File: config.mk
export PLATFORM = sky130hd
export DESIGN_NAME = merge_ram_top
export DESIGN_NICKNAME = d
export VERILOG_FILES = /design/src/verilog/merge_pkg.sv /design/src/verilog/blk_fifo.sv /design/src/verilog/blk_writer.sv /design/src/verilog/merge_ram_top.sv /design/src/verilog/merge_select.sv /design/src/verilog/out_stage.sv
export SDC_FILE = /design/constraint.sdc
export NUM_CORES = 2
export LEC_CHECK = 0
export ABC_AREA = 1
export BUFFER_PORTS_ARGS = -buffer_cell sky130_fd_sc_hd__buf_2
export CORE_ASPECT_RATIO = 2
export CORE_MARGIN = 8
export CORE_UTILIZATION = 35
export CTS_CLUSTER_DIAMETER = 60
export DETAILED_ROUTE_END_ITERATION = 7
export GPL_TIMING_DRIVEN = 0
export PLACE_DENSITY = 0.56
export SYNTH_ARGS = -nofsm -noshare
export SYNTH_HDL_FRONTEND = slang
export SYNTH_SLANG_ARGS = --single-unit
File: constraint.sdc
create_clock -name clk -period 7.35 [get_ports clk]
set_input_delay 1.8375 -clock clk [delete_from_list [all_inputs] [get_ports clk]]
set_output_delay 1.8375 -clock clk [all_outputs]
set_load 0.1 [all_outputs]
File: src/verilog/merge_pkg.sv
// defaults for the block merge; the top level overrides these through module parameters
package merge_pkg;

  // log2 of blocks per frame
  parameter int NUM_BLK_W = 2;

  // local time key width
  parameter int KEY_W = 6;

  // payload width
  parameter int PAY_W = 16;

  // base time index width
  parameter int BASE_W = 8;

  // block fifo address width, 16 entries
  parameter int FIFO_AW = 4;

  // selector states
  typedef enum logic [0:0] {
    ST_FILL  = 1'b0,
    ST_MERGE = 1'b1
  } merge_state_e;

endpackage

File: src/verilog/blk_fifo.sv
// first-word-fall-through fifo; writing when full or popping when empty is an error
`timescale 1ns/1ps

module blk_fifo #(
  parameter int FIFO_AW = merge_pkg::FIFO_AW,
  parameter int W       = merge_pkg::KEY_W + merge_pkg::PAY_W
) (
  input  logic         clk,
  input  logic         rst,
  input  logic         wr_i,
  input  logic [W-1:0] din_i,
  input  logic         rd_i,
  output logic [W-1:0] dout_o,
  output logic         empty_o,
  output logic         full_o
);

  localparam int DEPTH = 2**FIFO_AW;

  logic [W-1:0]       mem [DEPTH];
  logic [FIFO_AW-1:0] wp;
  logic [FIFO_AW-1:0] rp;
  logic [FIFO_AW:0]   cnt;  // occupancy

  assign dout_o  = mem[rp];  // head shown without a read cycle
  assign empty_o = (cnt == '0);
  assign full_o  = cnt[FIFO_AW];

  always_ff @(posedge clk) begin
    if (wr_i)
      mem[wp] <= din_i;
  end

  always_ff @(posedge clk or posedge rst) begin
    if (rst) begin
      wp  <= '0;
      rp  <= '0;
      cnt <= '0;
    end else begin
      if (wr_i)
        wp <= wp + 1'b1;
      if (rd_i)
        rp <= rp + 1'b1;
      case ({wr_i, rd_i})
        2'b10:   cnt <= cnt + 1'b1;
        2'b01:   cnt <= cnt - 1'b1;
        default: cnt <= cnt;
      endcase
    end
  end

  a_no_overflow: assert property (@(posedge clk) disable iff (rst) wr_i |-> !full_o);
  a_no_underflow: assert property (@(posedge clk) disable iff (rst) rd_i |-> !empty_o);

endmodule

File: src/verilog/blk_writer.sv
// blocks of a frame must arrive in order 0..N-1, each with 1..2^FIFO_AW words; input stalls while merging
`timescale 1ns/1ps

module blk_writer #(
  parameter int NUM_BLK_W = merge_pkg::NUM_BLK_W,
  parameter int KEY_W     = merge_pkg::KEY_W,
  parameter int PAY_W     = merge_pkg::PAY_W,
  parameter int BASE_W    = merge_pkg::BASE_W
) (
  input  logic                    clk,
  input  logic                    rst,
  input  logic                    in_valid_i,
  input  logic                    in_last_i,
  input  logic [BASE_W-1:0]       in_base_i,
  input  logic [KEY_W-1:0]        in_key_i,
  input  logic [PAY_W-1:0]        in_pay_i,
  input  logic [2**NUM_BLK_W-1:0] fifo_full_i,
  input  logic                    merging_i,
  output logic                    in_ready_o,
  output logic [2**NUM_BLK_W-1:0] wr_en_o,
  output logic [KEY_W-1:0]        wr_key_o,
  output logic [PAY_W-1:0]        wr_pay_o,
  output logic [BASE_W-1:0]       base_o,
  output logic                    frame_done_o
);

  localparam int NB = 2**NUM_BLK_W;

  logic [NUM_BLK_W-1:0] blk_cnt;  // current block, selects the fifo
  logic                 first_q;  // next word opens a frame
  logic [BASE_W-1:0]    base_q;
  logic                 xfer;

  assign in_ready_o   = !merging_i && !fifo_full_i[blk_cnt];
  assign xfer         = in_valid_i && in_ready_o;
  assign frame_done_o = xfer && in_last_i && (&blk_cnt);  // last word of last block

  assign wr_en_o  = xfer ? ({{(NB-1){1'b0}}, 1'b1} << blk_cnt) : '0;
  assign wr_key_o = in_key_i;
  assign wr_pay_o = in_pay_i;
  assign base_o   = base_q;

  always_ff @(posedge clk or posedge rst) begin
    if (rst) begin
      blk_cnt <= '0;
      first_q <= 1'b1;
    end else if (xfer) begin
      if (in_last_i)
        blk_cnt <= blk_cnt + 1'b1;  // wraps after the final block
      first_q <= frame_done_o;
    end
  end

  // father-domain start time, held through the merge
  always_ff @(posedge clk) begin
    if (xfer && first_q)
      base_q <= in_base_i;
  end

  // a merge only runs on a complete frame
  a_merge_after_frame: assert property (@(posedge clk) disable iff (rst)
    merging_i |-> (blk_cnt == '0 && first_q));

endmodule

File: src/verilog/merge_ram_top.sv
// merges 2^NUM_BLK_W key-ordered blocks into one time-ordered frame; empty frames are not supported
`timescale 1ns/1ps

module merge_ram_top #(
  parameter int NUM_BLK_W = merge_pkg::NUM_BLK_W,
  parameter int KEY_W     = merge_pkg::KEY_W,
  parameter int PAY_W     = merge_pkg::PAY_W,
  parameter int BASE_W    = merge_pkg::BASE_W,
  parameter int FIFO_AW   = merge_pkg::FIFO_AW
) (
  input  logic                    clk,
  input  logic                    rst,
  input  logic                    in_valid_i,
  input  logic                    in_last_i,
  input  logic [BASE_W-1:0]       in_base_i,
  input  logic [KEY_W-1:0]        in_key_i,
  input  logic [PAY_W-1:0]        in_pay_i,
  output logic                    in_ready_o,
  output logic                    out_valid_o,
  output logic [BASE_W+KEY_W-1:0] out_time_o,
  output logic [NUM_BLK_W-1:0]    out_blk_o,
  output logic [PAY_W-1:0]        out_pay_o,
  output logic                    out_last_o,
  input  logic                    out_ready_i
);

  localparam int NB = 2**NUM_BLK_W;
  localparam int DW = KEY_W + PAY_W;

  logic [NB-1:0]      wr_en;
  logic [KEY_W-1:0]   wr_key;
  logic [PAY_W-1:0]   wr_pay;
  logic [NB-1:0]      fifo_full;
  logic [NB-1:0]      fifo_empty;
  logic [NB-1:0]      fifo_rd;
  logic [NB*DW-1:0]   heads;  // {key, pay} per block
  logic [BASE_W-1:0]  base;
  logic               frame_done;
  logic               merging;
  logic               sel_valid;
  logic               sel_ready;
  logic [KEY_W-1:0]   sel_key;
  logic [NUM_BLK_W-1:0] sel_blk;
  logic [PAY_W-1:0]   sel_pay;
  logic               sel_last;

  blk_writer #(.NUM_BLK_W(NUM_BLK_W), .KEY_W(KEY_W), .PAY_W(PAY_W), .BASE_W(BASE_W)) u_writer (
    .clk, .rst, .in_valid_i, .in_last_i, .in_base_i, .in_key_i, .in_pay_i,
    .fifo_full_i(fifo_full), .merging_i(merging), .in_ready_o, .wr_en_o(wr_en),
    .wr_key_o(wr_key), .wr_pay_o(wr_pay), .base_o(base), .frame_done_o(frame_done)
  );

  for (genvar g = 0; g < NB; g++) begin : g_fifo
    blk_fifo #(.FIFO_AW(FIFO_AW), .W(DW)) u_fifo (
      .clk, .rst, .wr_i(wr_en[g]), .din_i({wr_key, wr_pay}), .rd_i(fifo_rd[g]),
      .dout_o(heads[g*DW +: DW]), .empty_o(fifo_empty[g]), .full_o(fifo_full[g])
    );
  end

  merge_select #(.NUM_BLK_W(NUM_BLK_W), .KEY_W(KEY_W), .PAY_W(PAY_W), .FIFO_AW(FIFO_AW)) u_sel (
    .clk, .rst, .frame_done_i(frame_done), .wr_i(wr_en), .head_i(heads),
    .empty_i(fifo_empty), .sel_ready_i(sel_ready), .merging_o(merging), .rd_o(fifo_rd),
    .sel_valid_o(sel_valid), .sel_key_o(sel_key), .sel_blk_o(sel_blk),
    .sel_pay_o(sel_pay), .sel_last_o(sel_last)
  );

  out_stage #(.NUM_BLK_W(NUM_BLK_W), .KEY_W(KEY_W), .PAY_W(PAY_W), .BASE_W(BASE_W)) u_out (
    .clk, .rst, .base_i(base), .sel_valid_i(sel_valid), .sel_key_i(sel_key),
    .sel_blk_i(sel_blk), .sel_pay_i(sel_pay), .sel_last_i(sel_last), .out_ready_i,
    .sel_ready_o(sel_ready), .out_valid_o, .out_time_o, .out_blk_o, .out_pay_o, .out_last_o
  );

endmodule

File: src/verilog/merge_select.sv
// keys inside each fifo must be nondecreasing; no fifo is written while a merge runs
`timescale 1ns/1ps

module merge_select #(
  parameter int NUM_BLK_W = merge_pkg::NUM_BLK_W,
  parameter int KEY_W     = merge_pkg::KEY_W,
  parameter int PAY_W     = merge_pkg::PAY_W,
  parameter int FIFO_AW   = merge_pkg::FIFO_AW
) (
  input  logic                                  clk,
  input  logic                                  rst,
  input  logic                                  frame_done_i,
  input  logic [2**NUM_BLK_W-1:0]               wr_i,
  input  logic [2**NUM_BLK_W*(KEY_W+PAY_W)-1:0] head_i,
  input  logic [2**NUM_BLK_W-1:0]               empty_i,
  input  logic                                  sel_ready_i,
  output logic                                  merging_o,
  output logic [2**NUM_BLK_W-1:0]               rd_o,
  output logic                                  sel_valid_o,
  output logic [KEY_W-1:0]                      sel_key_o,
  output logic [NUM_BLK_W-1:0]                  sel_blk_o,
  output logic [PAY_W-1:0]                      sel_pay_o,
  output logic                                  sel_last_o
);

  localparam int NB = 2**NUM_BLK_W;
  localparam int DW = KEY_W + PAY_W;

  merge_pkg::merge_state_e state;

  logic [KEY_W-1:0]     key_a [NB];
  logic [PAY_W-1:0]     pay_a [NB];
  logic [FIFO_AW:0]     rem [NB];  // words left per fifo
  logic [NUM_BLK_W-1:0] best;
  logic [KEY_W-1:0]     best_key;
  logic                 found;
  logic [NB-1:0]        nonempty;
  logic                 single;
  logic                 pop;

  // minimum head; strict compare keeps the lower block on ties
  always_comb begin
    found    = 1'b0;
    best     = '0;
    best_key = '0;
    for (int i = 0; i < NB; i++) begin
      key_a[i] = head_i[i*DW+PAY_W +: KEY_W];
      pay_a[i] = head_i[i*DW +: PAY_W];
      if (!empty_i[i] && (!found || key_a[i] < best_key)) begin
        found    = 1'b1;
        best     = NUM_BLK_W'(i);
        best_key = key_a[i];
      end
    end
  end

  assign nonempty    = ~empty_i;
  assign single      = ((nonempty & (nonempty - 1'b1)) == '0);  // at most one fifo left
  assign merging_o   = (state == merge_pkg::ST_MERGE);
  assign sel_valid_o = merging_o && found;
  assign sel_key_o   = best_key;
  assign sel_blk_o   = best;
  assign sel_pay_o   = pay_a[best];
  assign sel_last_o  = sel_valid_o && single && (rem[best] == (FIFO_AW+1)'(1));
  assign pop         = sel_valid_o && sel_ready_i;
  assign rd_o        = pop ? ({{(NB-1){1'b0}}, 1'b1} << best) : '0;

  always_ff @(posedge clk or posedge rst) begin
    if (rst) begin
      state <= merge_pkg::ST_FILL;
    end else begin
      case (state)
        merge_pkg::ST_FILL:  if (frame_done_i) state <= merge_pkg::ST_MERGE;
        merge_pkg::ST_MERGE: if (pop && sel_last_o) state <= merge_pkg::ST_FILL;
        default:             state <= merge_pkg::ST_FILL;
      endcase
    end
  end

  // mirrors fifo occupancy from the writes and pops seen here
  always_ff @(posedge clk or posedge rst) begin
    if (rst) begin
      for (int i = 0; i < NB; i++)
        rem[i] <= '0;
    end else begin
      for (int i = 0; i < NB; i++) begin
        if (wr_i[i])
          rem[i] <= rem[i] + 1'b1;
        else if (rd_o[i])
          rem[i] <= rem[i] - 1'b1;
      end
    end
  end

  // merge leaves on the last pop before the fifos run dry
  a_merge_not_dry: assert property (@(posedge clk) disable iff (rst)
    merging_o |-> found);

endmodule

File: src/verilog/out_stage.sv
// single output register; time is base then key, captured when the item is loaded
`timescale 1ns/1ps

module out_stage #(
  parameter int NUM_BLK_W = merge_pkg::NUM_BLK_W,
  parameter int KEY_W     = merge_pkg::KEY_W,
  parameter int PAY_W     = merge_pkg::PAY_W,
  parameter int BASE_W    = merge_pkg::BASE_W
) (
  input  logic                    clk,
  input  logic                    rst,
  input  logic [BASE_W-1:0]       base_i,
  input  logic                    sel_valid_i,
  input  logic [KEY_W-1:0]        sel_key_i,
  input  logic [NUM_BLK_W-1:0]    sel_blk_i,
  input  logic [PAY_W-1:0]        sel_pay_i,
  input  logic                    sel_last_i,
  input  logic                    out_ready_i,
  output logic                    sel_ready_o,
  output logic                    out_valid_o,
  output logic [BASE_W+KEY_W-1:0] out_time_o,
  output logic [NUM_BLK_W-1:0]    out_blk_o,
  output logic [PAY_W-1:0]        out_pay_o,
  output logic                    out_last_o
);

  logic vld_q;

  assign sel_ready_o = !vld_q || out_ready_i;  // empty or draining this cycle
  assign out_valid_o = vld_q;

  always_ff @(posedge clk or posedge rst) begin
    if (rst)
      vld_q <= 1'b0;
    else if (sel_ready_o)
      vld_q <= sel_valid_i;
  end

  always_ff @(posedge clk) begin
    if (sel_ready_o && sel_valid_i) begin
      out_time_o <= {base_i, sel_key_i};  // absolute time
      out_blk_o  <= sel_blk_i;           // block index as space index
      out_pay_o  <= sel_pay_i;
      out_last_o <= sel_last_i;
    end
  end

  // selector keeps its offer while stalled
  a_sel_hold: assert property (@(posedge clk) disable iff (rst)
    (sel_valid_i && !sel_ready_o) |=>
      (sel_valid_i && $stable({sel_key_i, sel_blk_i, sel_pay_i, sel_last_i})));

endmodule
==> impl_metrics.tcl <==
set metrics [dict create \
    htree_num_levels 4 \
    drc 0 \
    required_ns 7.78 \
    cpMostUsedCell "nand2_1" \
    firstDrtPassIters 5 \
    ys_ff_latch 1526 \
    worstPathArrival_ns 7.44 \
    fin_crit_ns 7.01 \
    grt_usage_pct 20.4 \
    gr-total-overflow 0 \
    io_buffers 69 \
    synth.distinct_cells 43 \
    avgSynthCellArea_um2 13.1 \
    yosysMostFrequentCell "edfxtp_1" \
    grt_pass1_vias 40682 \
    dp_hpwl_um 135000 \
    finalMaxSlewViolations 0 \
    synth-edff-count 1449 \
    startpoint_type "register" \
    yosys.area.top_type_share_pct 71.1 \
    fill_cells 16278 \
    timing.final.ws_setup_ns 0.344 \
    routed_wl_um 201000 \
    setup_viol 0 \
    synth_commonest_cells "edfxtp_1, o21ai_0, nor2_1, nand2_1, clkbuf_1" \
    syn_area_mm2 0.0612 \
    cts_buffers 151 \
    die_h_um 607 \
    synth-main-ff-cell "edfxtp_1" \
    hold_path.class "reg2reg" \
    syn-instance-count 4684 \
    num_vias 40598 \
    fp.dieW_um 312 \
    viasPerCell 5.51 \
    yosys-top-cells-area "edfxtp_1, o21ai_0, nor2_1, dfrtp_1, o221ai_1" \
    pre_cts_slack_ns -1.67 \
    clock_sinks 1526 \
    wl_per_cell_um 27.3 \
    cap_viol_max_count 0 \
    drtIter0Drc 3790 \
    antenna_found_initial 11 \
    slew_headroom_pct 0.961 \
    ant_nets 0 \
    grt_max_degree 65 \
    gp_congestion 0.888 \
    grt_pass1_wl_um 285000 \
    cpMaxStageDelayCell "clkbuf_1" \
    fmax_ghz 0.143 \
    start_util_pct 35.1 \
    root_buffer "clkbuf_16" \
    worstSetupPathType "reg2reg" \
    synth_nets 4798 \
    yosys_warnings 0 \
    cts_tree "yes" \
    hold_viol_final 0 \
    io_pins 70 \
    worst_pin_slew_ns 1.49 \
    max_stage_delay_ns 0.59 \
    outcome "complete, no violations" \
    yosys.area.top_type "edfxtp_1" \
    core.rowCount 217 \
    fin_nets 5068 \
    critPathMaxFanout 10 \
    core_mm2 0.174 \
    clockBufferDepth 4 \
    crit_path_end_kind "register" \
    path_clk_slew_ns 0.07 \
    dieArea_mm2 0.189 \
    drive_gt1_share_pct 10.4 \
    fin_skew_ns 0.0550 \
    clock_latency_ns 0.81 \
    areaGrowthSynthToFinish_pct 16.1 \
    ys_seq_area_share_pct 74.2 \
    fin_crit_sh_pct 95.3 \
    ys_async_sr_fraction_pct 5.05 \
]
[metrics by stage]
stage	instances	utilization [%]	instance area [um^2]	setup TNS (ns)	hold slack (ns)
floorplan	4684	-	61200	0	0.400
global placement	7052	37.0	64400	-71.91	0.405
finish	7368	40.8	71000	0	0.416
global route	7364	40.8	71000	-0.0669	0.414
CTS	7344	40.5	70700	0	0.419
detailed placement	7084	37.7	65700	-60.48	0.410
[cell families after synthesis]
logic type	after synthesis	share of synthesized area (%)
xor+xnor	40	0.572
fa+ha+maj	79	1.71
flops	1526	74.2
simple gates	1337	8.74
buf+inv	431	2.74
compound gates	1271	12.0
[what timing repair did]
item,in CTS,in global routing
endpoints found under the setup margin,81,31
pin swaps,7,21
gates resized for setup,108,79
cloned,0,0
buffers inserted,4,16
hold buffers,0,0
[registers in the layout, indices dropped and copies added (netlist names)]
name / count
u_sel.merging_o: 1
u_sel.rem: 20
u_out.out_blk_o: 2
u_writer.first_q: 1
u_writer.blk_cnt: 2
g_fifo.u_fifo.mem: 1408
g_fifo.u_fifo.wp: 16
u_out.out_last_o: 1
g_fifo.u_fifo.rp: 16
u_out.out_pay_o: 16
u_out.out_time_o: 14
u_writer.base_o: 8
g_fifo.u_fifo.cnt: 20
u_out.out_valid_o: 1
[cell usage in the layout, fill, tap and decap left out, types with 15 or more instances in the layout]
master     count
edfxtp_1    1449
o21ai_0      794
nor2_1       702
nand2_1      369
clkbuf_1     251
o221ai_1     164
clkbuf_16    155
nand3_1      142
inv_1        120
o22ai_1      110
a21oi_1       96
dfrtp_1       73
buf_2         65
nor2_4        63
ha_1          63
buf_4         45
xor2_1        30
nand4_1       25
a31oi_1       23
buf_1         22
clkinv_2      20
clkinv_1      19
o211ai_1      18
buf_12        17
o21ai_1       15
[layout make-up]
cell class | instances | area, um^2 | share of cell area, %
clock inverters | 54 | 478 | 0.673
plain buffers | 283 | 1310 | 1.84
multi-input cells | 2727 | 14900 | 21.0
clock buffers | 206 | 4180 | 5.88
well taps | 2299 | 2880 | 4.05
repair buffers | 122 | 1280 | 1.80
inverters | 143 | 576 | 0.810
flip-flops and latches | 1526 | 45400 | 64.0
diodes | 8 | 20.0 | 0.0282
[per-layer routing]
metal	vias to the layer above	wire length [um]	global-route usage, %
met5	-	27	0
met4	4	16500	13.7
met3	532	10100	2.25
met2	1650	105000	37.8
met1	20484	69100	21.6
li1	17928	-	-
[worst paths after layout]
check	start	to	slack, ns	cells after the start
max	g_fifo[1].u_fifo.rp[3]$_DFFE_PP0P_	u_out.out_pay_o[15]$_DFFE_PP_	0.34	38
min	u_writer.base_o[4]$_DFFE_PP_	u_out.out_time_o[10]$_DFFE_PP_	0.42	0
max reg2reg	g_fifo[1].u_fifo.rp[3]$_DFFE_PP0P_	u_out.out_pay_o[15]$_DFFE_PP_	0.34	38
min reg2reg	u_writer.base_o[4]$_DFFE_PP_	u_out.out_time_o[10]$_DFFE_PP_	0.42	0
max in group asynchronous	rst	u_writer.first_q$_DFFE_PP1P_	5.51	3
min in group asynchronous	rst	u_sel.rem[7]$_DFFE_PP0P_	1.10	2
[critical path, delay by kind of cell (launching register included)]
family / cells / cell delay, ns
and+or+nand+nor: 17 / 1.80
adders and majority gates: 3 / 0.89
buffers and inverters: 8 / 1.56
AOI/OAI and AO/OA: 10 / 1.83
DFF: 1 / 0.54
Power is not shown: default switching activity piles up to over one toggle a cycle in this logic, so the estimate is an artifact.
